**src/include/gemm_config.svh**
```systemverilog
// Build-time sizing macros for the GEMM engine: tile count, tile shape, widths, FIFO depths
`ifndef GEMM_CONFIG_SVH
`define GEMM_CONFIG_SVH

// ============================================================
// Array shape
// ============================================================
`define GEMM_NUM_TILES        2    // Compute tiles side by side
`define GEMM_TILE_ROWS        4    // Left rows held per tile
`define GEMM_MAX_VEC_LEN      16   // Longest dot product

// ============================================================
// Datapath widths
// ============================================================
`define GEMM_OPERAND_W        8    // Signed operand bits
`define GEMM_RESULT_W         16   // Accumulator and result bits, wraps

// ============================================================
// Result buffering
// ============================================================
// Kept shallow so that back-pressure reaches the tiles quickly
`define GEMM_TILE_FIFO_DEPTH  2    // Per-tile result FIFO
`define GEMM_HOST_FIFO_DEPTH  4    // Tagged host result FIFO

`endif

```
**src/result_fifo.sv**
```systemverilog
// Synchronous circular FIFO with a type-parameter payload, serving tile and host result buffers
`include "gemm_config.svh"

module result_fifo #(
    parameter int  DEPTH     = `GEMM_HOST_FIFO_DEPTH,
    parameter type payload_t = logic [`GEMM_RESULT_W-1:0]
) (
    input  logic     i_clk,
    input  logic     i_reset_n,
    input  logic     i_wr_en,
    input  payload_t i_wr_data,
    input  logic     i_rd_en,
    output payload_t o_rd_data,             // Head word, combinational
    output logic     o_full,
    output logic     o_empty
);

    localparam int PTR_W = (DEPTH > 1) ? $clog2(DEPTH) : 1;
    localparam int CNT_W = $clog2(DEPTH + 1);

    payload_t           mem [DEPTH];
    logic [PTR_W-1:0]   wr_ptr;
    logic [PTR_W-1:0]   rd_ptr;
    logic [CNT_W-1:0]   count;              // Occupancy

    // ============================================================
    // Storage
    // ============================================================
    always_ff @(posedge i_clk) begin
        if (i_wr_en) begin
            mem[wr_ptr] <= i_wr_data;
        end
    end

    assign o_rd_data = mem[rd_ptr];

    // ============================================================
    // Pointers and occupancy
    // ============================================================
    always_ff @(posedge i_clk) begin
        if (!i_reset_n) begin
            wr_ptr <= '0;
            rd_ptr <= '0;
            count  <= '0;
        end else begin
            if (i_wr_en) begin
                wr_ptr <= (wr_ptr == PTR_W'(DEPTH-1)) ? '0 : wr_ptr + 1'b1;
            end
            if (i_rd_en) begin
                rd_ptr <= (rd_ptr == PTR_W'(DEPTH-1)) ? '0 : rd_ptr + 1'b1;
            end
            case ({i_wr_en, i_rd_en})
                2'b10:   count <= count + 1'b1;
                2'b01:   count <= count - 1'b1;
                default: count <= count;    // Both or neither
            endcase
        end
    end

    assign o_full  = (count == CNT_W'(DEPTH));
    assign o_empty = (count == '0);

    // Producers and consumers watch the flags
    a_no_overflow: assert property (@(posedge i_clk) disable iff (!i_reset_n)
        i_wr_en |-> !o_full);
    a_no_underflow: assert property (@(posedge i_clk) disable iff (!i_reset_n)
        i_rd_en |-> !o_empty);

endmodule : result_fifo

```
**config.mk**
```make
export PLATFORM = sky130hd
export DESIGN_NAME = result_fifo
export DESIGN_NICKNAME = d
export VERILOG_FILES = /design/src/result_fifo.sv
export VERILOG_INCLUDE_DIRS = /design/src /design/src/include
export SDC_FILE = /design/constraint.sdc
export NUM_CORES = 1
export LEC_CHECK = 0
export BUFFER_PORTS_ARGS = -buffer_cell sky130_fd_sc_hd__buf_2
export CAP_MARGIN = 0
export CORE_ASPECT_RATIO = 1.1
export CORE_MARGIN = 2
export CORE_UTILIZATION = 45
export DETAILED_ROUTE_END_ITERATION = 12
export PLACE_DENSITY = 0.7
export SYNTH_ARGS = -nofsm -noshare
export SYNTH_HDL_FRONTEND = slang
export SYNTH_SLANG_ARGS = --single-unit
```
**constraint.sdc**
```tcl
create_clock -name i_clk -period 4.2 [get_ports i_clk]
set_input_delay 0.21 -clock i_clk [delete_from_list [all_inputs] [get_ports i_clk]]
set_output_delay 0.21 -clock i_clk [all_outputs]
set_load 0.02 [all_outputs]
```
Word level (Yosys, flattened, before mapping)

Memories as Yosys holds them, arrays and structs flattened. A register that Yosys moved wholly into a read port is not among the register bits.
Index checks and enable logic that the tools add are counted.

Bits in registers: 7
Bits in writable memories: 64
Bits of input ports: 20
Memories kept: 1

Reduce and logical (&&, ||, !) cells: 2
Mux-type cells: 7
Add/subtract/negate cells: 4
Equality and inequality tests: 5

Memories:

| name | depth | width | read ports | clocked after memory_dff | wr ports | RTL line          | source |
|---|---|---|---|---|---|---|---|
| mem  | 4     | 16    | 1          | 1                        | 1        | result_fifo.sv:21 | `payload_t mem [DEPTH];` |

Operator list:

| kind                | number |
|---|---|
| $mux 2              | 4 |
| $eq 2x2->1 const B  | 3 |
| $pmux 3 s2          | 1 |
| $add 2x1->2 const B | 2 |
| $add 3x1->3 const B | 1 |
| $eq 3x3->1 const B  | 1 |
| $logic_not 3->1     | 1 |
| $sub 3x1->3 const B | 1 |
| $eq 2x1->1 const B  | 1 |
| $mux 1              | 2 |
| $reduce_bool 2->1   | 1 |

Logic depth before layout (Yosys ltp)

Gate-level depths: netlist (run 1).

Word-level depth: 4
Gate-level depth with buffers: 7
Mapped depth without buffers: 7

Worst setup path after synthesis (run 1)

No wires, ideal clock.

Path type: input to register
Start point: in i_wr_en
End point: reg count[2]
Required time: 4.124 ns
Slack: 2.705 ns
Stages on the path: 7
Data arrival time: 1.420 ns
Path buffers: 0
Cell sequence: inv_1 > ha_1 > inv_1 > fa_1 > xor2_1 > or3_1 > a21boi_0

Cells in the longest elaborated chain, start to end: 2
Elaborated cells on any way between the ends: 4
Those cells by class: eq/ne: 2; mux: 1; reduce/logical: 1

Ends and longest elaborated chain:

| what                                                   | RTL line          | source |
|---|---|---|
| from (decl)                                            | result_fifo.sv:10 | `input logic i_wr_en,` |
| $eq 2x1->1 / $eq 2x2->1 (equally long branches)        | result_fifo.sv:52 | `case ({i_wr_en, i_rd_en})` |
| $pmux 3 s2 / $reduce_bool 2->1 (equally long branches) | n/a               |  |
| to (signal assigned)                                   | result_fifo.sv:53 | `2'b10: count <= count + 1'b1;` |
| to (signal assigned)                                   | result_fifo.sv:54 | `2'b01: count <= count - 1'b1;` |
| to (signal assigned)                                   | result_fifo.sv:55 | `default: count <= count;` |
| to (decl)                                              | result_fifo.sv:24 | `logic [CNT_W-1:0] count;` |

Parallel ways exist; a longest one is shown, timed or not.
A chain may end at the register's enable or synchronous reset.

==> flow_metrics.tcl, run 1 <==
set metrics [dict create \
    cts_setup_buffers 0 \
    crit_type "register to primary output" \
    die_w_um 79.35 \
    io_pins 38 \
    gr-total-overflow 0 \
    clk_latency_ns 0.33 \
    die_area_um2 6893 \
    setup_viol 0 \
    cp.arrival_ns 2.17 \
    hold_class "input pin to register" \
    p_leak_uw 0.001140 \
    synth_nets 158 \
    first_pass_iters 4 \
    mostFrequentLayoutCell "edfxtp_1" \
    worstSetupEndpointType "primary output" \
    dr_total_vias 1283 \
    final_cell_mix "edfxtp_1, buf_2, mux4_2" \
    status "finished clean" \
    finClkSkew_ns 0.004784 \
    final_hold_viol_count 0 \
    yosysWarnings 0 \
    cts_hold_buf 0 \
    clockBufferDepth 2 \
    cts_resized 0 \
    clock-sinks 73 \
    synth_cell_types 24 \
    nets 202 \
    grtUsageTotal 0.1413 \
    peakVddDrop_mv 0.2508 \
    routedWlPerCell_um 16.85 \
    slew_violations 0 \
    period_share 0.5661 \
    max_slew_margin 0.3268 \
    drv_cap 0 \
    gp_congestion 0.6406 \
    rows 30 \
    antenna_cells 0 \
    post-route-drc-count 0 \
    routed_via_density 4.935 \
    powerDensity_nw_per_um2 460.4 \
    h-tree-depth 3 \
    wl_um 4382 \
    setup_tns_ns 0 \
    antenna_found_initial 0 \
    grt_pass1_vias 1429 \
    detail-route-antenna-nets 0 \
    cts-root-buf "clkbuf_8" \
    worstMarginPinSlew_ns 1.008 \
    path_max_fanout 16 \
    drive_above_1_share 0.3278 \
    finalCriticalPeriod_ns 2.378 \
    ys_seq_area_frac 0.7480 \
    syn-instance-count 131 \
    grt_max_degree 17 \
    ys_ff_latch 73 \
    cp.required_ns 3.99 \
    synthesis.area_um2 2810 \
    hpwl_um 2929 \
    start_util 0.4593 \
    cts_buffers 9 \
    syn_area_per_cell_um2 21.45 \
    io_buffers 37 \
    cts_tree "yes" \
    rsz0062_at_grt "false" \
    grt_first_pass_wirelength_um 6831 \
    chipHeight_um 86.88 \
    core_um2 6118 \
    area_growth_pct 15.05 \
    startpoint_type "register" \
    finish.utilization 0.5284 \
    finalPower_uw 1488 \
    clk_pin_slew_worst_paths_ns 0.07 \
    dr.first_iter.drc_count 67 \
    fmax_mhz 420.6 \
    fill_cells 483 \
]
path summary, 6_finish.rpt:
path                 startpoint           end  slack (ns)  cells past startpoint
setup / recovery       register  o_rd_data[5]        1.82                      2
hold / removal    i_wr_data[10]    mem[3][10]         0.1                      1
setup reg to reg      wr_ptr[0]    mem[3][12]        2.56                      2
hold reg to reg        count[2]      count[2]        0.53                      2
metrics by stage:
step / instance area, um^2 / std cells / setup WS, ns / hold slack, ns
after global placement: 3054 / 244 / 2.145 / 0.4204
after floorplan: 2810 / 131 / 2.705 / 0.3089
after global routing: 3233 / 260 / 1.672 / 0.07776
after detailed placement: 3054 / 244 / 2.128 / 0.4325
after CTS: 3233 / 260 / 1.760 / 0.07506
final: 3233 / 260 / 1.822 / 0.09630
cell usage after synthesis:
cell | number | share of area
xor2_1 | 1 | 0.0031
edfxtp_1 | 64 | 0.68
o21ai_0 | 2 | 0.0036
nand2_1 | 1 | 0.0013
nor3b_1 | 2 | 0.0053
a21oi_1 | 1 | 0.0018
ha_1 | 6 | 0.027
buf_6 | 1 | 0.0040
a21boi_0 | 1 | 0.0027
o21a_1 | 1 | 0.0027
and3_1 | 1 | 0.0022
and2_1 | 6 | 0.013
xnor2_1 | 1 | 0.0031
or3_1 | 1 | 0.0022
inv_1 | 6 | 0.0080
nor2b_1 | 4 | 0.0089
buf_12 | 1 | 0.0071
mux4_1 | 6 | 0.056
nor3_1 | 1 | 0.0018
mux4_2 | 10 | 0.080
dfxtp_1 | 9 | 0.064
mux2i_1 | 2 | 0.0071
buf_2 | 2 | 0.0036
fa_1 | 1 | 0.0071
registers in the layout, summed over array words and instances (netlist names), named ones only:
register and count:
rd_ptr 2, wr_ptr 2, count 3, mem 64
cell type report:
type | instances | area (um^2) | share of cell area
flip-flops and latches | 73 | 2102 | 0.6502
multi-input cells | 48 | 644.4 | 0.1993
repair buffers | 37 | 185.2 | 0.05728
clock buffers | 12 | 135.1 | 0.04180
well taps | 80 | 100.1 | 0.03096
clock inverters | 4 | 43.79 | 0.01354
inverters | 6 | 22.52 | 0.006966
kinds of logic after synthesis:
group | Yosys count | share of synthesized area
flops | 73 | 0.7480
mux | 18 | 0.1434
simple gates | 16 | 0.03517
buf+inv | 10 | 0.02271
fa+ha+maj | 7 | 0.03384
compound gates | 5 | 0.01069
xor+xnor | 2 | 0.006234
worst max-delay path: stages, from the launching register on:
cell and delay, ns:
dfxtp_1 0.99, mux4_1 0.67, buf_2 0.18
power by group:
group          total (uW)  leakage, uW  internal [uW]  switching, uW
logic                 146     0.000387           65.3           81.0
registers             845     0.000662            824           21.4
clock network         497    0.0000918            271            226
total                1490      0.00114           1160            328
layer usage:
layer,GRT usage,wire length (um)
met5,0,0
met4,0.07524,54
met3,0.05083,225
met2,0.2458,2399
met1,0.1499,1703
(Power assumes the default switching activity.)
==> inputs of run 2 (changes only) <==
Settings changed: ABC_AREA set to 1, PLACE_DENSITY 0.7 to 0.72.
Clock period 4.2 ns to 2.1 ns, I/O delays scaled along.
==> flow_metrics.tcl, run 2 <==
set metrics [dict create \
    status "finished clean" \
    die_area_um2 7168 \
    die_w_um 80.91 \
    worstSetupEndpointType "primary output" \
    grtUsageTotal 0.1591 \
    ys_seq_area_frac 0.7179 \
    yosys.cell_count.top_type "edfxtp_1" \
    pwr-share-clk 0.346 \
    first_pass_iters 4 \
    powerDensity_nw_per_um2 904.5 \
    worstMarginPinSlew_ns 0.6967 \
    synth_cell_types 20 \
    mostFrequentLayoutCell "edfxtp_1" \
    cts_buffers 9 \
    period_share 0.8545 \
    io_buffers 37 \
    clk_latency_ns 0.34 \
    wl_um 5129 \
    core_um2 6231 \
    grt_first_pass_wirelength_um 8211 \
    synth_edf_count 64 \
    finClkSkew_ns 0.009331 \
    clk_pin_slew_worst_paths_ns 0.07 \
    nets 301 \
    crit_path_top_delay_cell "inv_2" \
    cp_top_family "buffers and inverters" \
    routedWlPerCell_um 14.33 \
    path_max_fanout 32 \
    grt_pass1_vias 1682 \
    crit_type "register to primary output" \
    finish.utilization 0.5659 \
    rows 30 \
    cp.arrival_ns 1.69 \
    gr-total-overflow 0 \
    ys_ff_latch 73 \
    sw_frac_of_total 0.2321 \
    slowest_delay_ns 0.47 \
    detail-route-antenna-nets 0 \
    drv_cap 0 \
    synthArstFlopShare 0 \
    reg_top3 "mem: 64 flops, count: 3 flops" \
    max_slew_margin 0.5350 \
    rsz0062_at_grt "false" \
    gp_congestion 0.7069 \
    setup_tns_ns 0 \
    seq_power_share 0.525 \
    chipHeight_um 88.60 \
    antenna_cells 0 \
    r2r-end "mem[3][0]" \
    r2r_cells 3 \
    hpwl_um 3168 \
    dr.first_iter.drc_count 85 \
    hold_class "input pin to register" \
    cp.required_ns 2.00 \
    final_cell_mix "edfxtp_1, nor2_1, buf_2" \
    synth_flop_cell "edfxtp_1" \
    synth_top_area_frac 0.6564 \
    largest_reg_flops 64 \
    finalCriticalPeriod_ns 1.794 \
    yosysWarnings 0 \
    path_cells "inv_2 > nor2_1 > o22ai_2 > buf_2" \
    syn_area_per_cell_um2 13.68 \
    cts_setup_buffers 0 \
    fmax_mhz 557.3 \
    grt_max_degree 33 \
    synth_nets 241 \
    start_util 0.4699 \
    slew_violations 0 \
    clock-sinks 73 \
    antenna_found_initial 0 \
    final_hold_viol_count 0 \
    p_leak_uw 0.001349 \
    syn-instance-count 214 \
    cts_hold_buf 16 \
    r2r-start "wr_ptr[0]" \
    startpoint_type "register" \
    h-tree-depth 3 \
    post-route-drc-count 0 \
    routed_via_density 4.994 \
    path_buf_inv 2 \
    yosysTopAreaCell "edfxtp_1" \
    cp_num_cells 4 \
    cts_tree "yes" \
    dr_total_vias 1788 \
    cts-root-buf "clkbuf_8" \
    rrSetupSlack_ns 0.59 \
    synthesis.area_um2 2928 \
    synth_common_cells "edfxtp_1, nor2_1, o21ai_1" \
    largest-register "mem" \
    crit_path_end "o_rd_data[11]" \
    internal-power_uw 2449 \
    fill_cells 534 \
    combinationalPowerShare 0.129 \
    clockBufferDepth 2 \
    p_sw_uw 740.4 \
    peakVddDrop_mv 0.5395 \
    io_pins 38 \
    drive_above_1_share 0.2626 \
    synthTopCellsByArea "edfxtp_1, dfxtp_1, nor2_1, o21ai_1, o21ai_2" \
    cts_resized 0 \
    area_growth_pct 20.43 \
    setup_viol 0 \
]
==> run 2: worst min-delay path, cell delays in order <==
cell	delay, ns
buf_2	0.13
nand2_1	0.07
nor2_1	0.04
==> run 2: metal layers <==
metal / wire length [um] / track usage / up-vias
met2: 2498 / 0.2547 / 34
met5: 0 / 0 / -
met3: 179 / 0.02959 / 12
met4: 141 / 0.1017 / 0
met1: 2309 / 0.1999 / 849
li1: - / - / 893
==> run 2: area by class of cell <==
cell class / instances / area, um^2 / share of cell area
Clock buffer: 10 / 127.6 / 0.03620
Multi-Input combinational cell: 115 / 681.9 / 0.1934
Inverter: 18 / 67.56 / 0.01916
Sequential cell: 73 / 2102 / 0.5962
Clock inverter: 5 / 71.32 / 0.02023
Timing Repair Buffer: 57 / 375.4 / 0.1065
Tap cell: 80 / 100.1 / 0.02839
==> run 2: worst min path at each step <==
stage,cells after the start,startpoint,slack (ns),to
after floorplan,0,i_wr_data[0],0.20,mem[0][0]
after global placement,1,i_wr_data[4],0.32,mem[0][4]
after detailed placement,1,i_wr_data[3],0.33,mem[1][3]
after global routing,3,i_reset_n,0.08,count[2]
final,3,i_reset_n,0.05,count[2]
after CTS,3,i_reset_n,0.04,count[2]
==> run 2: stage by stage <==
stage	instances	total power, uW	hold slack (ns)	cell area (um^2)	setup slack [ns]
after floorplan	214	1975	0.2039	2928	0.8195
after global placement	327	2088	0.3225	3167	0.6243
after detailed placement	327	2100	0.3272	3167	0.5877
after CTS	358	3223	0.03525	3526	0.2783
after global routing	358	3314	0.07504	3526	0.1946
final	358	3189	0.05040	3526	0.3056
==> run 2: cell families (layout without fill, tap and decap cells) <==
kind of cell	after synthesis	in the layout	synth area share
flops	73	73	0.7179
compound gates	57	57	0.1320
simple gates	51	51	0.06838
buf+inv	26	90	0.04914
fa+ha+maj	7	7	0.03248
==> run 2: power groups by stage <==
stage               clock network [uW]  logic, uW  registers, uW
floorplan                            0        272           1700
detailed placement                   0        393           1710
global route                      1180        454           1680
CTS                               1130        416           1680
global placement                     0        383           1710
finish                            1100        410           1680
