### config.mk
export PLATFORM = sky130hd
export DESIGN_NAME = gemm_tile
export DESIGN_NICKNAME = d
export VERILOG_FILES = /design/src/gemm_data_pkg.sv /design/src/gemm_ctrl_pkg.sv /design/src/gemm_tile.sv
export VERILOG_INCLUDE_DIRS = /design/src /design/src/include
export SDC_FILE = /design/constraint.sdc
export NUM_CORES = 1
export LEC_CHECK = 0
export BUFFER_PORTS_ARGS = -buffer_cell sky130_fd_sc_hd__buf_2
export CORE_UTILIZATION = 50
export CTS_BUF_LIST = sky130_fd_sc_hd__clkbuf_8
export DETAILED_ROUTE_END_ITERATION = 10
export PLACE_DENSITY_LB_ADDON = 0.08
export SYNTH_ARGS = -nofsm -noshare
export SYNTH_HDL_FRONTEND = slang
export SYNTH_SLANG_ARGS = --single-unit
### constraint.sdc
create_clock -name i_clk -period 9 [get_ports i_clk]
set_input_delay 1.8 -clock i_clk [delete_from_list [all_inputs] [get_ports i_clk]]
set_output_delay 1.8 -clock i_clk [all_outputs]
set_load 0.01 [all_outputs]
### src/include/gemm_config.svh
// Build-time sizing macros for the GEMM engine: tile count, tile shape, widths, FIFO depths
`ifndef GEMM_CONFIG_SVH
`define GEMM_CONFIG_SVH

// ============================================================
// Array shape
// ============================================================
`define GEMM_NUM_TILES        2    // Compute tiles side by side
`define GEMM_TILE_ROWS        4    // Left rows held per tile
`define GEMM_MAX_VEC_LEN      16   // Longest dot product

// ============================================================
// Datapath widths
// ============================================================
`define GEMM_OPERAND_W        8    // Signed operand bits
`define GEMM_RESULT_W         16   // Accumulator and result bits, wraps

// ============================================================
// Result buffering
// ============================================================
// Kept shallow so that back-pressure reaches the tiles quickly
`define GEMM_TILE_FIFO_DEPTH  2    // Per-tile result FIFO
`define GEMM_HOST_FIFO_DEPTH  4    // Tagged host result FIFO

`endif

### src/gemm_data_pkg.sv
// Data types of the GEMM engine: operands, accumulator, tile results and tagged host words
`include "gemm_config.svh"

package gemm_data_pkg;

    // Host word is {tile id, row index, value}, value in the low bits
    localparam int HOST_W = $clog2(`GEMM_NUM_TILES) + $clog2(`GEMM_TILE_ROWS)
                          + `GEMM_RESULT_W;

    // ============================================================
    // Arithmetic types
    // ============================================================
    typedef logic signed [`GEMM_OPERAND_W-1:0] operand_t;   // Signed 8-bit input element

    // Wraps modulo 2^16, no saturation
    typedef logic signed [`GEMM_RESULT_W-1:0]  acc_t;

    // ============================================================
    // Transport types
    // ============================================================
    typedef logic [`GEMM_RESULT_W-1:0] tile_result_t;       // One row sum leaving a tile
    typedef logic [HOST_W-1:0]         host_word_t;         // Tagged word seen by the host

endpackage : gemm_data_pkg

### src/gemm_ctrl_pkg.sv
// Control types of the GEMM engine: tile FSM states, tile id, row index, vector length, address
`include "gemm_config.svh"

package gemm_ctrl_pkg;

    typedef logic [$clog2(`GEMM_NUM_TILES)-1:0] tile_id_t;  // Which tile
    typedef logic [$clog2(`GEMM_TILE_ROWS)-1:0] row_idx_t;  // Row inside a tile

    // One extra bit so the full length fits, legal range 1 to max
    typedef logic [$clog2(`GEMM_MAX_VEC_LEN):0] vec_len_t;

    // Left memory address is {row, element}
    // Right memory only uses the element bits
    typedef logic [$clog2(`GEMM_TILE_ROWS*`GEMM_MAX_VEC_LEN)-1:0] mem_addr_t;

    // Tile sequencer
    typedef enum logic [1:0] {
        ST_IDLE,    // Waiting for start
        ST_RUN,     // Issuing operand reads
        ST_FLUSH,   // Last product still in the memory pipe
        ST_PUSH     // Row sum waiting for FIFO space
    } tile_state_t;

endpackage : gemm_ctrl_pkg

### src/gemm_tile.sv
// Compute tile: left and right operand memories, row and element sequencer, multiply-accumulate
`include "gemm_config.svh"

module gemm_tile
    import gemm_data_pkg::*, gemm_ctrl_pkg::*;
(
    input  logic         i_clk,
    input  logic         i_reset_n,
    // Host load port
    input  logic         i_wr_en,
    input  logic         i_wr_right,        // Low selects the left memory
    input  mem_addr_t    i_wr_addr,
    input  operand_t     i_wr_data,
    // Run control
    input  logic         i_start,
    input  vec_len_t     i_vec_len,
    // Result FIFO side
    input  logic         i_fifo_full,
    output logic         o_result_valid,
    output tile_result_t o_result_data,
    output logic         o_finished,        // Last row pushed
    output logic         o_active
);

    localparam int ELEM_W = $clog2(`GEMM_MAX_VEC_LEN);

    // ============================================================
    // Operand memories
    // ============================================================
    operand_t mem_left  [`GEMM_TILE_ROWS*`GEMM_MAX_VEC_LEN];
    operand_t mem_right [`GEMM_MAX_VEC_LEN];
    operand_t left_q;                       // Registered read data
    operand_t right_q;

    tile_state_t        state;
    row_idx_t           row;
    logic [ELEM_W-1:0]  elem;
    logic [ELEM_W-1:0]  last_elem;
    vec_len_t           vec_len_q;
    logic               rd_vld;             // left_q and right_q hold a live pair
    mem_addr_t          rd_addr;
    acc_t               acc;
    acc_t               prod;
    logic               push_ok;

    assign rd_addr = {row, elem};

    always_ff @(posedge i_clk) begin
        if (i_wr_en) begin
            if (i_wr_right) begin
                mem_right[i_wr_addr[ELEM_W-1:0]] <= i_wr_data;
            end else begin
                mem_left[i_wr_addr] <= i_wr_data;
            end
        end
        left_q  <= mem_left[rd_addr];       // One cycle read latency
        right_q <= mem_right[elem];
    end

    // ============================================================
    // Row and element sequencer
    // ============================================================
    assign last_elem = ELEM_W'(vec_len_q - 1'b1);
    assign push_ok   = (state == ST_PUSH) && !i_fifo_full;

    always_ff @(posedge i_clk) begin
        if (!i_reset_n) begin
            state  <= ST_IDLE;
            row    <= '0;
            elem   <= '0;
            rd_vld <= 1'b0;
        end else begin
            rd_vld <= (state == ST_RUN);    // Data lands one cycle after the address
            case (state)
                ST_IDLE: begin
                    if (i_start) begin
                        state <= ST_RUN;
                        row   <= '0;
                        elem  <= '0;
                    end
                end
                ST_RUN: begin
                    if (elem == last_elem) begin
                        state <= ST_FLUSH;
                    end else begin
                        elem <= elem + 1'b1;
                    end
                end
                ST_FLUSH: state <= ST_PUSH; // Absorb the final product
                ST_PUSH: begin
                    if (push_ok) begin      // Hold here while the FIFO is full
                        elem  <= '0;
                        row   <= row + 1'b1;
                        state <= (row == row_idx_t'(`GEMM_TILE_ROWS-1)) ? ST_IDLE : ST_RUN;
                    end
                end
                default: state <= ST_IDLE;
            endcase
        end
    end

    // ============================================================
    // Multiply-accumulate
    // ============================================================
    assign prod = acc_t'(left_q) * acc_t'(right_q);   // Sign-extended, product fits 16 bits

    always_ff @(posedge i_clk) begin
        if (state == ST_IDLE && i_start) begin
            vec_len_q <= i_vec_len;
            acc       <= '0;
        end else if (push_ok) begin
            acc <= '0;                      // Fresh sum for the next row
        end else if (rd_vld) begin
            acc <= acc + prod;              // Modulo 2^16
        end
    end

    assign o_result_valid = push_ok;
    assign o_result_data  = tile_result_t'(acc);
    assign o_finished     = push_ok && (row == row_idx_t'(`GEMM_TILE_ROWS-1));
    assign o_active       = (state != ST_IDLE);

    // Top level must only start an idle tile with a legal length
    a_start_idle: assert property (@(posedge i_clk) disable iff (!i_reset_n)
        i_start |-> (state == ST_IDLE));
    a_vec_len_legal: assert property (@(posedge i_clk) disable iff (!i_reset_n)
        i_start |-> (i_vec_len != '0 && i_vec_len <= vec_len_t'(`GEMM_MAX_VEC_LEN)));

endmodule : gemm_tile

; Yosys cells after proc, flatten, opt, wreduce, memory -nomap -nowiden
; Memories as Yosys holds them, arrays and structs flattened. A register that Yosys moved wholly into a read port is not among the register bits.
; Index checks and enable logic that the tools add are counted.
[word_totals]
out_inout_bits = 19
memories = 2
wordCells = 52
ramBits = 640
ff_bits = 29
in_bits = 25
[memory_table]
columns = name, words, width, rd, rd_clocked_by_memory_dff, write_ports, line_no
row1 = mem_left, 64, 8, 1, 1, 1, gemm_tile.sv:30  ; operand_t mem_left [`GEMM_TILE_ROWS*`GEMM_MAX_VEC_LEN];
row2 = mem_right, 16, 8, 1, 1, 1, gemm_tile.sv:31  ; operand_t mem_right [`GEMM_MAX_VEC_LEN];
[classes]
add_sub_neg = 4
n_eq_ne = 9
n_reduce_logical = 12
n_mux = 18
mul = 1
[ops]
columns = cell, n
row1 = 16-bit adder, 1
row2 = 8-bit by 8-bit multiplier with 16-bit output, 1
row3 = 4-bit 2-to-1 mux, 3
row4 = 4-bit one-hot mux with 3 select lines, 1
row5 = 2-bit 2-to-1 mux, 5
row6 = 2-bit one-hot mux with 4 select lines, 1
row7 = 1-bit 2-to-1 mux, 7
row8 = "2-bit equality test, second input constant", 3
row9 = "2-bit inequality test, second input constant", 3
row10 = 3-bit AND reduction, 2
row11 = "4-bit by 1-bit adder with 4-bit output, second input constant", 1
row12 = 4-bit equality test, 1
row13 = 2-bit one-hot mux with 2 select lines, 1
row14 = 4-bit AND reduction, 1
row15 = 2-bit nonzero test, 2
row16 = "4-bit by 1-bit subtractor with 4-bit output, second input constant", 1
row17 = 1-bit logical AND, 3
row18 = 3-bit nonzero test, 1
row19 = "2-bit by 1-bit adder with 2-bit output, second input constant", 1
row20 = "2-bit by 1-bit equality test with 1-bit output, second input constant", 1
row21 = 2-bit zero test, 1
row22 = "2-bit by 1-bit inequality test with 1-bit output, second input constant", 1
row23 = 2-bit OR reduction, 1
row24 = 1-bit zero test, 1

; Longest topological paths before layout
; Gate-level depths: netlist of the first run.
[logic_depth]
word_depth = 4
depth_mapped = 19
ltp_nobuf = 18

; Worst setup path after synthesis of the first run
; Ideal clock, no wire load.
[synth_timing]
path_type = register to register
from = reg right_q[0] (read register of mem_right)
to = reg acc[14], in the netlist o_result_data[14]
t_required_ns = 8.872
synth_period_minus_slack_ns = 4.684
setup_slack_ns = 4.316
arrival_ns = 4.556
n_path_buf = 0
setup_time_ns = 0.128
path_stages_with_launch = 16
path_cell_list = dfxtp_1 -> and2_1 -> inv_1 -> fa_1 -> inv_1 -> fa_1 -> fa_1 -> fa_1 -> fa_1 -> ha_1 -> a21oi_1 -> o21ai_0 -> a311oi_1 -> xnor2_1 -> mux2i_1 -> nor2_1
[synth_between]
elab_chain_len = 2
[synth_rtl]
columns = item, line_no
row1 = from (decl), gemm_tile.sv:33  ; operand_t right_q;
row2 = 8-bit by 8-bit multiplier with 16-bit output, gemm_tile.sv:105  ; assign prod = acc_t'(left_q) * acc_t'(right_q);
row3 = 16-bit adder, gemm_tile.sv:114  ; acc <= acc + prod;
row4 = to (signal assigned), gemm_tile.sv:114
row5 = to (decl), gemm_tile.sv:42  ; acc_t acc;
; Every way passes these cells.
; A chain may end at the register's enable or synchronous reset.

; Final worst setup path of the first run
; Ends and elaborated chain as after synthesis.

==> flow_summary.json, run 1 <==
{
  "utilization": 0.560,
  "worstSetupPathType": "register to register",
  "grt_max_degree": 139,
  "die_w_um": 244,
  "hp-class": "register to register",
  "num_vias": 13800,
  "synthAdderAreaFrac": 0.0680,
  "ys.flop_type": "edfxtp_1",
  "place_hpwl_mm": 36.4,
  "clock_latency_ns": 0.70,
  "worst_setup_path_end_kind": "register",
  "grtUsageTotal": 0.218,
  "synth_compound_area_frac": 0.00909,
  "cts-root-buf": "clkbuf_8",
  "cp_data_required_time_ns": 9.65,
  "rsz0062_at_grt": "false",
  "status": "finished clean",
  "postPlaceCellArea_um2": 30200,
  "antenna_found_initial": 1,
  "ir_drop_mv": 0.440,
  "syn2layout_area_growth_pct": 10.8,
  "core_um2": 57700,
  "fin_crit_ns": 5.24,
  "drive_gt1_frac": 0.245,
  "avgSynthCellArea_um2": 19.7,
  "grt_pass1_wl_mm": 94.0,
  "clock-sinks": 685,
  "yosys.area.top_type": "edfxtp_1",
  "grt_pass1_vias": 14500,
  "tns_ns": 0,
  "synth_cell_type_count": 48,
  "period_share": 0.582,
  "synth_seq_cells": 685,
  "portBuffers": 42,
  "drt_wl_total_mm": 62.3,
  "nNetsFinal": 1730,
  "async_reset_ff_frac": 0,
  "synthSimpleGateAreaFrac": 0.0375,
  "grt_overflow": 0,
  "setup_viol": 0,
  "layout_commonest_cell": "edfxtp_1",
  "drt_iter0_drc": 1075,
  "cp-start-kind": "register",
  "hold_buffers": 0,
  "tightest_slew_ns": 1.01,
  "yosys-top-cells-area": "edfxtp_1, mux4_2, fa_1, dfxtp_1, ha_1",
  "synth_area_um2": 29200,
  "die_area_um2": 59300,
  "final_antenna_net_count": 0,
  "synth.top_cell.area_share": 0.663,
  "hold_violations": 0,
  "synth_edf_count": 644,
  "drtPass1Iterations": 7,
  "h-tree-depth": 3,
  "route.detailed.drc": 0,
  "clkSlewWorstSetupHoldPaths_ns": 0.06,
  "slew_viol_final": 0,
  "fmax_ghz": 0.191,
  "synth_top_family_by_area": "multiplexers",
  "ys_seq_area_frac": 0.691,
  "crit_fanout": 9,
  "post_drt_wl_per_cell_um": 25.4,
  "rr_startpoint": "right_q[0]$_DFF_P_",
  "hold_start": "o_result_data[6]$_SDFFE_PP0P_",
  "p_per_area_nw_per_um2": 302,
  "post_cts.repair.setup_buffers": 0,
  "cts_buffers": 111,
  "crit_path_start": "right_q[0]$_DFF_P_",
  "gp_congestion": 0.759,
  "cts_tree": "built",
  "synthesis.nets": 1619,
  "reg2reg_slack_ns": 3.76,
  "num_rows": 88,
  "cts_resized": 0,
  "synthMuxAreaShare": 0.166,
  "die_h_um": 244,
  "mostFrequentLayoutCells": "edfxtp_1, mux4_2, inv_1",
  "pin_count": 44,
  "postLayoutCellArea_um2": 32300,
  "ys_warn_count": 0,
  "relSlewSlack": 0.327,
  "finalClockSkew_ns": 0.0372,
  "synth-xor-area-share": 0.00811,
  "p_leak_nw": 10.7,
  "synthCells": 1478,
  "initial_core_util": 0.506,
  "cap_violations": 0,
  "viasPerCell": 5.64,
  "cp.arrival_ns": 5.89,
  "clock_path_buffers": 3
}
==> stage by stage <==
step / power [mW] / instances / hold slack, ns / setup WS, ns
CTS: 9.92 / 2449 / 0.527 / 3.66
detailed placement: 7.35 / 2241 / 0.513 / 3.67
floorplan: 6.58 / 1478 / 0.517 / 4.32
global placement: 7.33 / 2241 / 0.496 / 3.72
global route: 10.5 / 2450 / 0.542 / 3.40
finish: 9.78 / 2450 / 0.515 / 3.76
==> registers in the layout, summed over array words and instances, names as in the netlist, 2 cells and up <==
name / count
elem: 4
mem_left: 512
right_q: 8
mem_right: 128
row: 2
state: 2
vec_len_q: 4
o_result_data: 16
left_q: 8
==> area by class of cell <==
class                      instances  area, µm²
timing repair buffer              61        378
clock inverter                    94        536
multi-input combinational        650       8420
clock buffer                     114       1570
inverter                          80        300
tap                              765        957
sequential                       685      20200
antenna                            1       2.50
fill                            4480      25400
==> critical path: stages, from the launching register on <==
cell and delay [ns]:
dfxtp_1 0.51, and2_1 0.57, inv_1 0.12, fa_1 0.50, inv_1 0.05, fa_1 0.48, fa_1 0.56, fa_1 0.43
fa_1 0.44, ha_1 0.34, a21oi_1 0.27, o21ai_0 0.19, a311oi_1 0.34, xnor2_1 0.16, mux2i_1 0.09, nor2_1 0.11
==> report_power, final <==
part           internal [mW]  switching [mW]  leakage, nW
sequential              3.55          0.0928         6.14
combinational           1.72            1.87         3.29
clock                   1.32            1.22         1.23
==> metal layers <==
layer / global-route usage / part of all wire
met1: 0.308 / 0.43
met2: 0.343 / 0.49
met3: 0.0462 / 0.053
met4: 0.0699 / 0.027
met5: 0 / 0
==> final timing paths <==
path,to,cells after the start
setup / recovery,o_result_data[14]$_SDFFE_PP0P_,15
hold / removal,o_result_data[6]$_SDFFE_PP0P_,2
setup reg to reg,o_result_data[14]$_SDFFE_PP0P_,15
hold reg to reg,o_result_data[6]$_SDFFE_PP0P_,2
==> kinds of logic after synthesis <==
logic type,Yosys count
compound gates,41
xor+xnor,27
fa+ha+maj,116
buf+inv,143
flops,685
mux,230
simple gates,236
==> synth_stat cells (2+ instances only) <==
| master | count |
|---|---|
| and2_1 | 35 |
| nand3b_1 | 3 |
| xor2_1 | 2 |
| o21ai_1 | 6 |
| a21oi_1 | 9 |
| a21o_1 | 5 |
| clkbuf_1 | 29 |
| ha_1 | 45 |
| o21bai_1 | 2 |
| mux2i_1 | 21 |
| fa_1 | 71 |
| nand4_1 | 2 |
| xnor2_1 | 25 |
| nor2_1 | 102 |
| nand3_1 | 9 |
| mux4_2 | 202 |
| o21a_1 | 3 |
| inv_1 | 80 |
| nand2b_1 | 5 |
| buf_1 | 7 |
| nor2b_1 | 10 |
| buf_2 | 22 |
| mux2_2 | 7 |
| nor3_1 | 9 |
| a211oi_1 | 2 |
| edfxtp_1 | 644 |
| nand2_1 | 49 |
| or3_1 | 3 |
| or3b_2 | 2 |
| or2_2 | 2 |
| dfxtp_1 | 41 |
| o21ai_0 | 4 |
| a22o_1 | 2 |
| buf_6 | 4 |
Power figures use the tool's default switching activity.
==> run 2: changes to the inputs <==
--- a/config.mk
+++ b/config.mk
@@ -6,6 +6,7 @@
 export SDC_FILE = /design/constraint.sdc
 export NUM_CORES = 1
 export LEC_CHECK = 0
+export ABC_AREA = 1
 export BUFFER_PORTS_ARGS = -buffer_cell sky130_fd_sc_hd__buf_2
 export CORE_UTILIZATION = 50
 export CTS_BUF_LIST = sky130_fd_sc_hd__clkbuf_8
==> constraint.sdc (replaced) <==
create_clock -name i_clk -period 4.2 [get_ports i_clk]
set_input_delay 0.84 -clock i_clk [delete_from_list [all_inputs] [get_ports i_clk]]
set_output_delay 0.84 -clock i_clk [all_outputs]
set_load 0.01 [all_outputs]
==> flow_summary.json, run 2 <==
{
  "ys.flop_type": "edfxtp_1",
  "routed.top_layer": "met5",
  "pin_count": 44,
  "holdWs_ns": 0.308,
  "fin_crit_ns": 4.25,
  "clock_path_buffers": 3,
  "wl_met3_mm": 5.18,
  "drt_wl_total_mm": 77.6,
  "status": "finished, violations left",
  "crit_path_start": "right_q[7]$_DFF_P_",
  "die_w_um": 250,
  "synth_edf_count": 644,
  "ys_warn_count": 0,
  "yosys.area.top_type": "edfxtp_1",
  "relSlewSlack": 0.267,
  "cp.arrival_ns": 4.84,
  "synthesis.nets": 2836,
  "grt_max_degree": 189,
  "viasPerCell": 5.53,
  "antenna_found_initial": 4,
  "grt_overflow": 0,
  "cts_tree": "built",
  "violations": "negative setup slack",
  "cp-endpoint": "o_result_data[13]$_SDFFE_PP0P_",
  "synth_seq_cells": 685,
  "synth_commonest_cells": "edfxtp_1, nand2_1, nor2_1",
  "nNetsFinal": 2994,
  "yosys-top-cells-area": "edfxtp_1, nand2_1, fa_1, nand3_1, o21ai_0",
  "hold_start": "i_vec_len[1]",
  "clkSlewWorstSetupHoldPaths_ns": 0.06,
  "avgSynthCellArea_um2": 11.4,
  "drive_gt1_frac": 0.147,
  "cp-start-kind": "register",
  "cts_buffers": 112,
  "r2r_cells": 17,
  "max_flop_register": "mem_left",
  "synthCells": 2695,
  "grt_pass1_vias": 20200,
  "tightest_slew_ns": 1.10,
  "setup_viol": 4,
  "dpl.cell_count": 3513,
  "core_um2": 60600,
  "rr_startpoint": "right_q[7]$_DFF_P_",
  "synth_area_um2": 30800,
  "mostFrequentLayoutCells": "edfxtp_1, nand2_1, nor2_1",
  "hp-class": "input pin to register",
  "finalClockSkew_ns": 0.0295,
  "initial_core_util": 0.508,
  "die_area_um2": 62500,
  "cap_violations": 0,
  "largest_reg_flops": 512,
  "period_share": 1.01,
  "h-tree-depth": 3,
  "portBuffers": 42,
  "fin_ws_ns": -0.0488,
  "async_reset_ff_frac": 0,
  "crit_fanout": 3,
  "synth.top_cell.area_share": 0.629,
  "syn2layout_area_growth_pct": 13.3,
  "slew_viol_final": 0,
  "final_antenna_net_count": 0,
  "cp_data_required_time_ns": 4.79,
  "rsz0062_at_grt": "true",
  "num_rows": 90,
  "worstReg2RegEnd": "o_result_data[13]$_SDFFE_PP0P_",
  "reg2reg_slack_ns": -0.05,
  "post_drt_wl_per_cell_um": 20.9,
  "drt_iter0_drc": 1833,
  "ys_seq_area_frac": 0.656,
  "grt_pass1_wl_mm": 118,
  "synth_cell_type_count": 37,
  "grtUsageTotal": 0.250,
  "fmax_ghz": 0.235,
  "clock-sinks": 685,
  "num_vias": 20600,
  "wl_met2_mm": 36.7,
  "cts-root-buf": "clkbuf_8",
  "route.detailed.drc": 0,
  "wl_met1_mm": 33.1,
  "hold_violations": 0,
  "die_h_um": 250,
  "drtPass1Iterations": 6,
  "worst_setup_path_end_kind": "register",
  "nFillCells": 5031,
  "gp_congestion": 0.888,
  "yosysMostFrequentCell": "edfxtp_1",
  "worstSetupPathType": "register to register",
  "clock_latency_ns": 0.73,
  "layout_commonest_cell": "edfxtp_1",
  "final_cells": 3720,
  "place_hpwl_mm": 46.1
}
-- run 2: what timing repair did --
item / 4_1_cts / 5_1_grt
pin swaps: 21 / 59
hold buffers: 0 / 0
setup buffers: 6 / 2
setup endpoints to repair: 8 / 10
gates resized for setup: 42 / 74
-- run 2: worst min path at each step --
stage / cells past startpoint / endpoint / slack (ns)
final: 1 / vec_len_q[1]$_DFFE_PP_ / 0.31
after global routing: 1 / vec_len_q[1]$_DFFE_PP_ / 0.27
after CTS: 1 / vec_len_q[1]$_DFFE_PP_ / 0.26
after detailed placement: 2 / o_result_data[0]$_SDFFE_PP0P_ / 0.50
after global placement: 2 / o_result_data[0]$_SDFFE_PP0P_ / 0.48
after floorplan: 2 / state[0]$_SDFFE_PN0P_ / 0.50
-- run 2: final cells by class --
class                      instances  area (µm²)  share of cell area
sequential                       685       20200               0.580
clock inverter                    83         435              0.0125
clock buffer                     114        1570              0.0450
antenna                            2        5.00            0.000144
timing repair buffer             201        1530              0.0439
inverter                         215         822              0.0236
tap                              782         978              0.0281
multi-input combinational       1638        9290               0.267
-- run 2: kinds of logic after synthesis --
family,share of synthesized area
adders and majority gates,0.0645
AOI/OAI and AO/OA,0.0759
DFF,0.656
and+or+nand+nor,0.145
xor gates and xnor gates,0.00342
buffers and inverters,0.0555
-- run 2: per-stage QoR --
| stage | setup slack, ns | utilization | TNS, ns | cell area (µm²) |
|---|---|---|---|---|
| 6_report | -0.0488 | 0.575 | -0.115 | 34800 |
| 5_1_grt | -0.229 | 0.575 | -1.39 | 34800 |
| 4_1_cts | -0.107 | 0.570 | -0.705 | 34500 |
| 3_5_place_dp | -0.310 | 0.533 | -1.82 | 32300 |
| 3_3_place_gp | -0.286 | 0.533 | -1.35 | 32300 |
| 2_1_floorplan | -0.00383 | - | -0.00383 | 30800 |
-- run 2: routing by layer --
| layer | up-vias | track usage |
|---|---|---|
| li1 | 9674 | - |
| met1 | 10000 | 0.342 |
| met2 | 708 | 0.402 |
| met3 | 152 | 0.0456 |
| met4 | 2 | 0.0910 |
| met5 | - | 0 |
-- run 2: critical path, stage by stage (launching register included) --
cell	delay (ns)
dfxtp_2	0.34
inv_2	0.05
or2_4	0.22
fa_1	0.45
fa_1	0.52
inv_2	0.04
fa_1	0.48
fa_1	0.51
fa_2	0.46
ha_4	0.32
nand2_4	0.06
buf_6	0.12
nor2_4	0.11
nand3_2	0.12
nand4_1	0.10
nand3_2	0.08
o211ai_1	0.08
inv_1	0.05
Power of run 2 is not shown: default switching activity piles up to over one toggle a cycle in this logic, so the estimate is an artifact.
==> run 3: changes to the inputs <==
==> constraint.sdc (replaced) <==
create_clock -name i_clk -period 3.5 [get_ports i_clk]
set_input_delay 0.7 -clock i_clk [delete_from_list [all_inputs] [get_ports i_clk]]
set_output_delay 0.7 -clock i_clk [all_outputs]
set_load 0.01 [all_outputs]
==> flow_summary.json, run 3 (synthesis gave the netlist of run 2 again) <==
{
  "status": "finished, violations left",
  "violations": "negative setup slack",
  "max_flop_register": "mem_left",
  "num_rows": 90,
  "slew_viol_final": 0,
  "die_area_um2": 62500,
  "syn2layout_area_growth_pct": 13.6,
  "cp-start-kind": "register",
  "grt_overflow": 0,
  "die_h_um": 250,
  "rsz0062_at_grt": "true",
  "hold_buffers": 0,
  "cts-root-buf": "clkbuf_8",
  "period_share": 1.21,
  "rr_startpoint": "left_q[7]$_DFF_P_",
  "layout_commonest_cell": "edfxtp_1",
  "route.detailed.drc": 0,
  "r2r_cells": 19,
  "crit_fanout": 7,
  "cts_tree": "built",
  "critical_path_buf_inv_count": 7,
  "grt_max_degree": 216,
  "h-tree-depth": 3,
  "cap_violations": 0,
  "die_w_um": 250,
  "num_vias": 20500,
  "grt_pass1_wl_mm": 120,
  "relSlewSlack": 0.243,
  "slowest_delay_ns": 0.55,
  "initial_core_util": 0.508,
  "cp_data_required_time_ns": 4.11,
  "viasPerCell": 5.53,
  "worstSetupPathType": "register to register",
  "hp-class": "input pin to register",
  "fin_ws_ns": -0.747,
  "place_hpwl_mm": 46.3,
  "drt_wl_total_mm": 77.8,
  "setup_viol": 11,
  "hold_violations": 0,
  "finalClockSkew_ns": 0.0332,
  "grtUsageTotal": 0.253,
  "crit_path_start": "left_q[7]$_DFF_P_",
  "core_um2": 60600,
  "post_drt_wl_per_cell_um": 21.0,
  "clock-sinks": 685,
  "antenna_found_initial": 1,
  "fin_crit_ns": 4.25,
  "worst_setup_path_end_kind": "register",
  "tightest_slew_ns": 1.13,
  "hold_start": "i_vec_len[1]",
  "holdPathStages": 1,
  "clkSlewWorstSetupHoldPaths_ns": 0.07,
  "mostFrequentLayoutCells": "edfxtp_1, nand2_1, nor2_1",
  "pin_count": 44,
  "clock_latency_ns": 0.73,
  "cp.arrival_ns": 4.86,
  "grt_pass1_vias": 20500,
  "fmax_ghz": 0.235,
  "crit_cells": 19,
  "portBuffers": 42,
  "crit_slowest_cell": "fa_2",
  "largest_reg_flops": 512,
  "drive_gt1_frac": 0.146,
  "crit_family": "adder cells",
  "final_antenna_net_count": 0,
  "gp_congestion": 0.868,
  "cp_cell_sequence": "nand2_4 -> clkinvlp_4 -> buf_4 -> fa_1 -> fa_1 -> inv_1 -> fa_1 -> inv_1 -> fa_2 -> ha_4 -> ha_4 -> inv_2 -> buf_4 -> nor3_4 -> nand3_2 -> nand3_2 -> nor2_1 -> o21ai_1 -> inv_1",
  "drt_iter0_drc": 1730,
  "drtPass1Iterations": 7,
  "clock_path_buffers": 3,
  "cts_buffers": 112,
  "nNetsFinal": 2979,
  "holdWs_ns": 0.149
}
[run 3: cell count changes in the layout (fill, tap and decap cells not counted), moves of 5 or more]
cell / previous run / this run
buf_12: 7 / 14
nand2_2: 5 / 14
inv_1: 228 / 237
buf_4: 142 / 117
dfxtp_4: 6 / 13
dfxtp_2: 11 / 4
clkbuf_8: 114 / 120
clkinv_2: 16 / 8
nand2_1: 496 / 491
[run 3: area by class of cell]
type | count | area (µm²)
antenna | 1 | 2.50
clock buffer | 120 | 1650
clock inverter | 82 | 384
fill | 5052 | 25700
inverter | 215 | 827
multi-input combinational | 1638 | 9350
sequential | 685 | 20200
tap | 782 | 978
timing repair buffer | 186 | 1520
[run 3: through the flow]
stage | util | setup slack (ns) | TNS (ns) | area [µm²] | instances
after floorplan | - | -0.595 | -4.51 | 31100 | 2695
after global placement | 0.536 | -0.797 | -6.78 | 32500 | 3497
after detailed placement | 0.536 | -0.850 | -7.22 | 32500 | 3497
after CTS | 0.574 | -0.747 | -6.01 | 34800 | 3705
after global routing | 0.576 | -0.923 | -7.50 | 34900 | 3708
final | 0.576 | -0.747 | -5.87 | 34900 | 3709
[run 3: path summary, 6_finish.rpt]
| path | slack (ns) | end |
|---|---|---|
| setup / recovery | -0.75 | o_result_data[14]$_SDFFE_PP0P_ |
| hold / removal | 0.15 | vec_len_q[1]$_DFFE_PP_ |
| setup reg to reg | -0.75 | o_result_data[14]$_SDFFE_PP0P_ |
| hold reg to reg | 0.50 | o_result_data[0]$_SDFFE_PP0P_ |
[run 3: per-layer routing]
layer,GRT usage,wire (µm),vias to the layer above
li1,-,-,9649
met1,0.347,33600,10000
met2,0.414,37200,661
met3,0.0393,4860,160
met4,0.0840,2160,2
met5,0,17,-
[run 3: repair_timing]
| action | CTS | global route |
|---|---|---|
| pin swaps | 20 | 31 |
| endpoints found under the setup margin | 11 | 11 |
| hold endpoints to repair | 0 | 0 |
| setup buffers | 6 | 3 |
| gates resized for setup | 58 | 42 |
Power of run 3 is left out for the same reason.
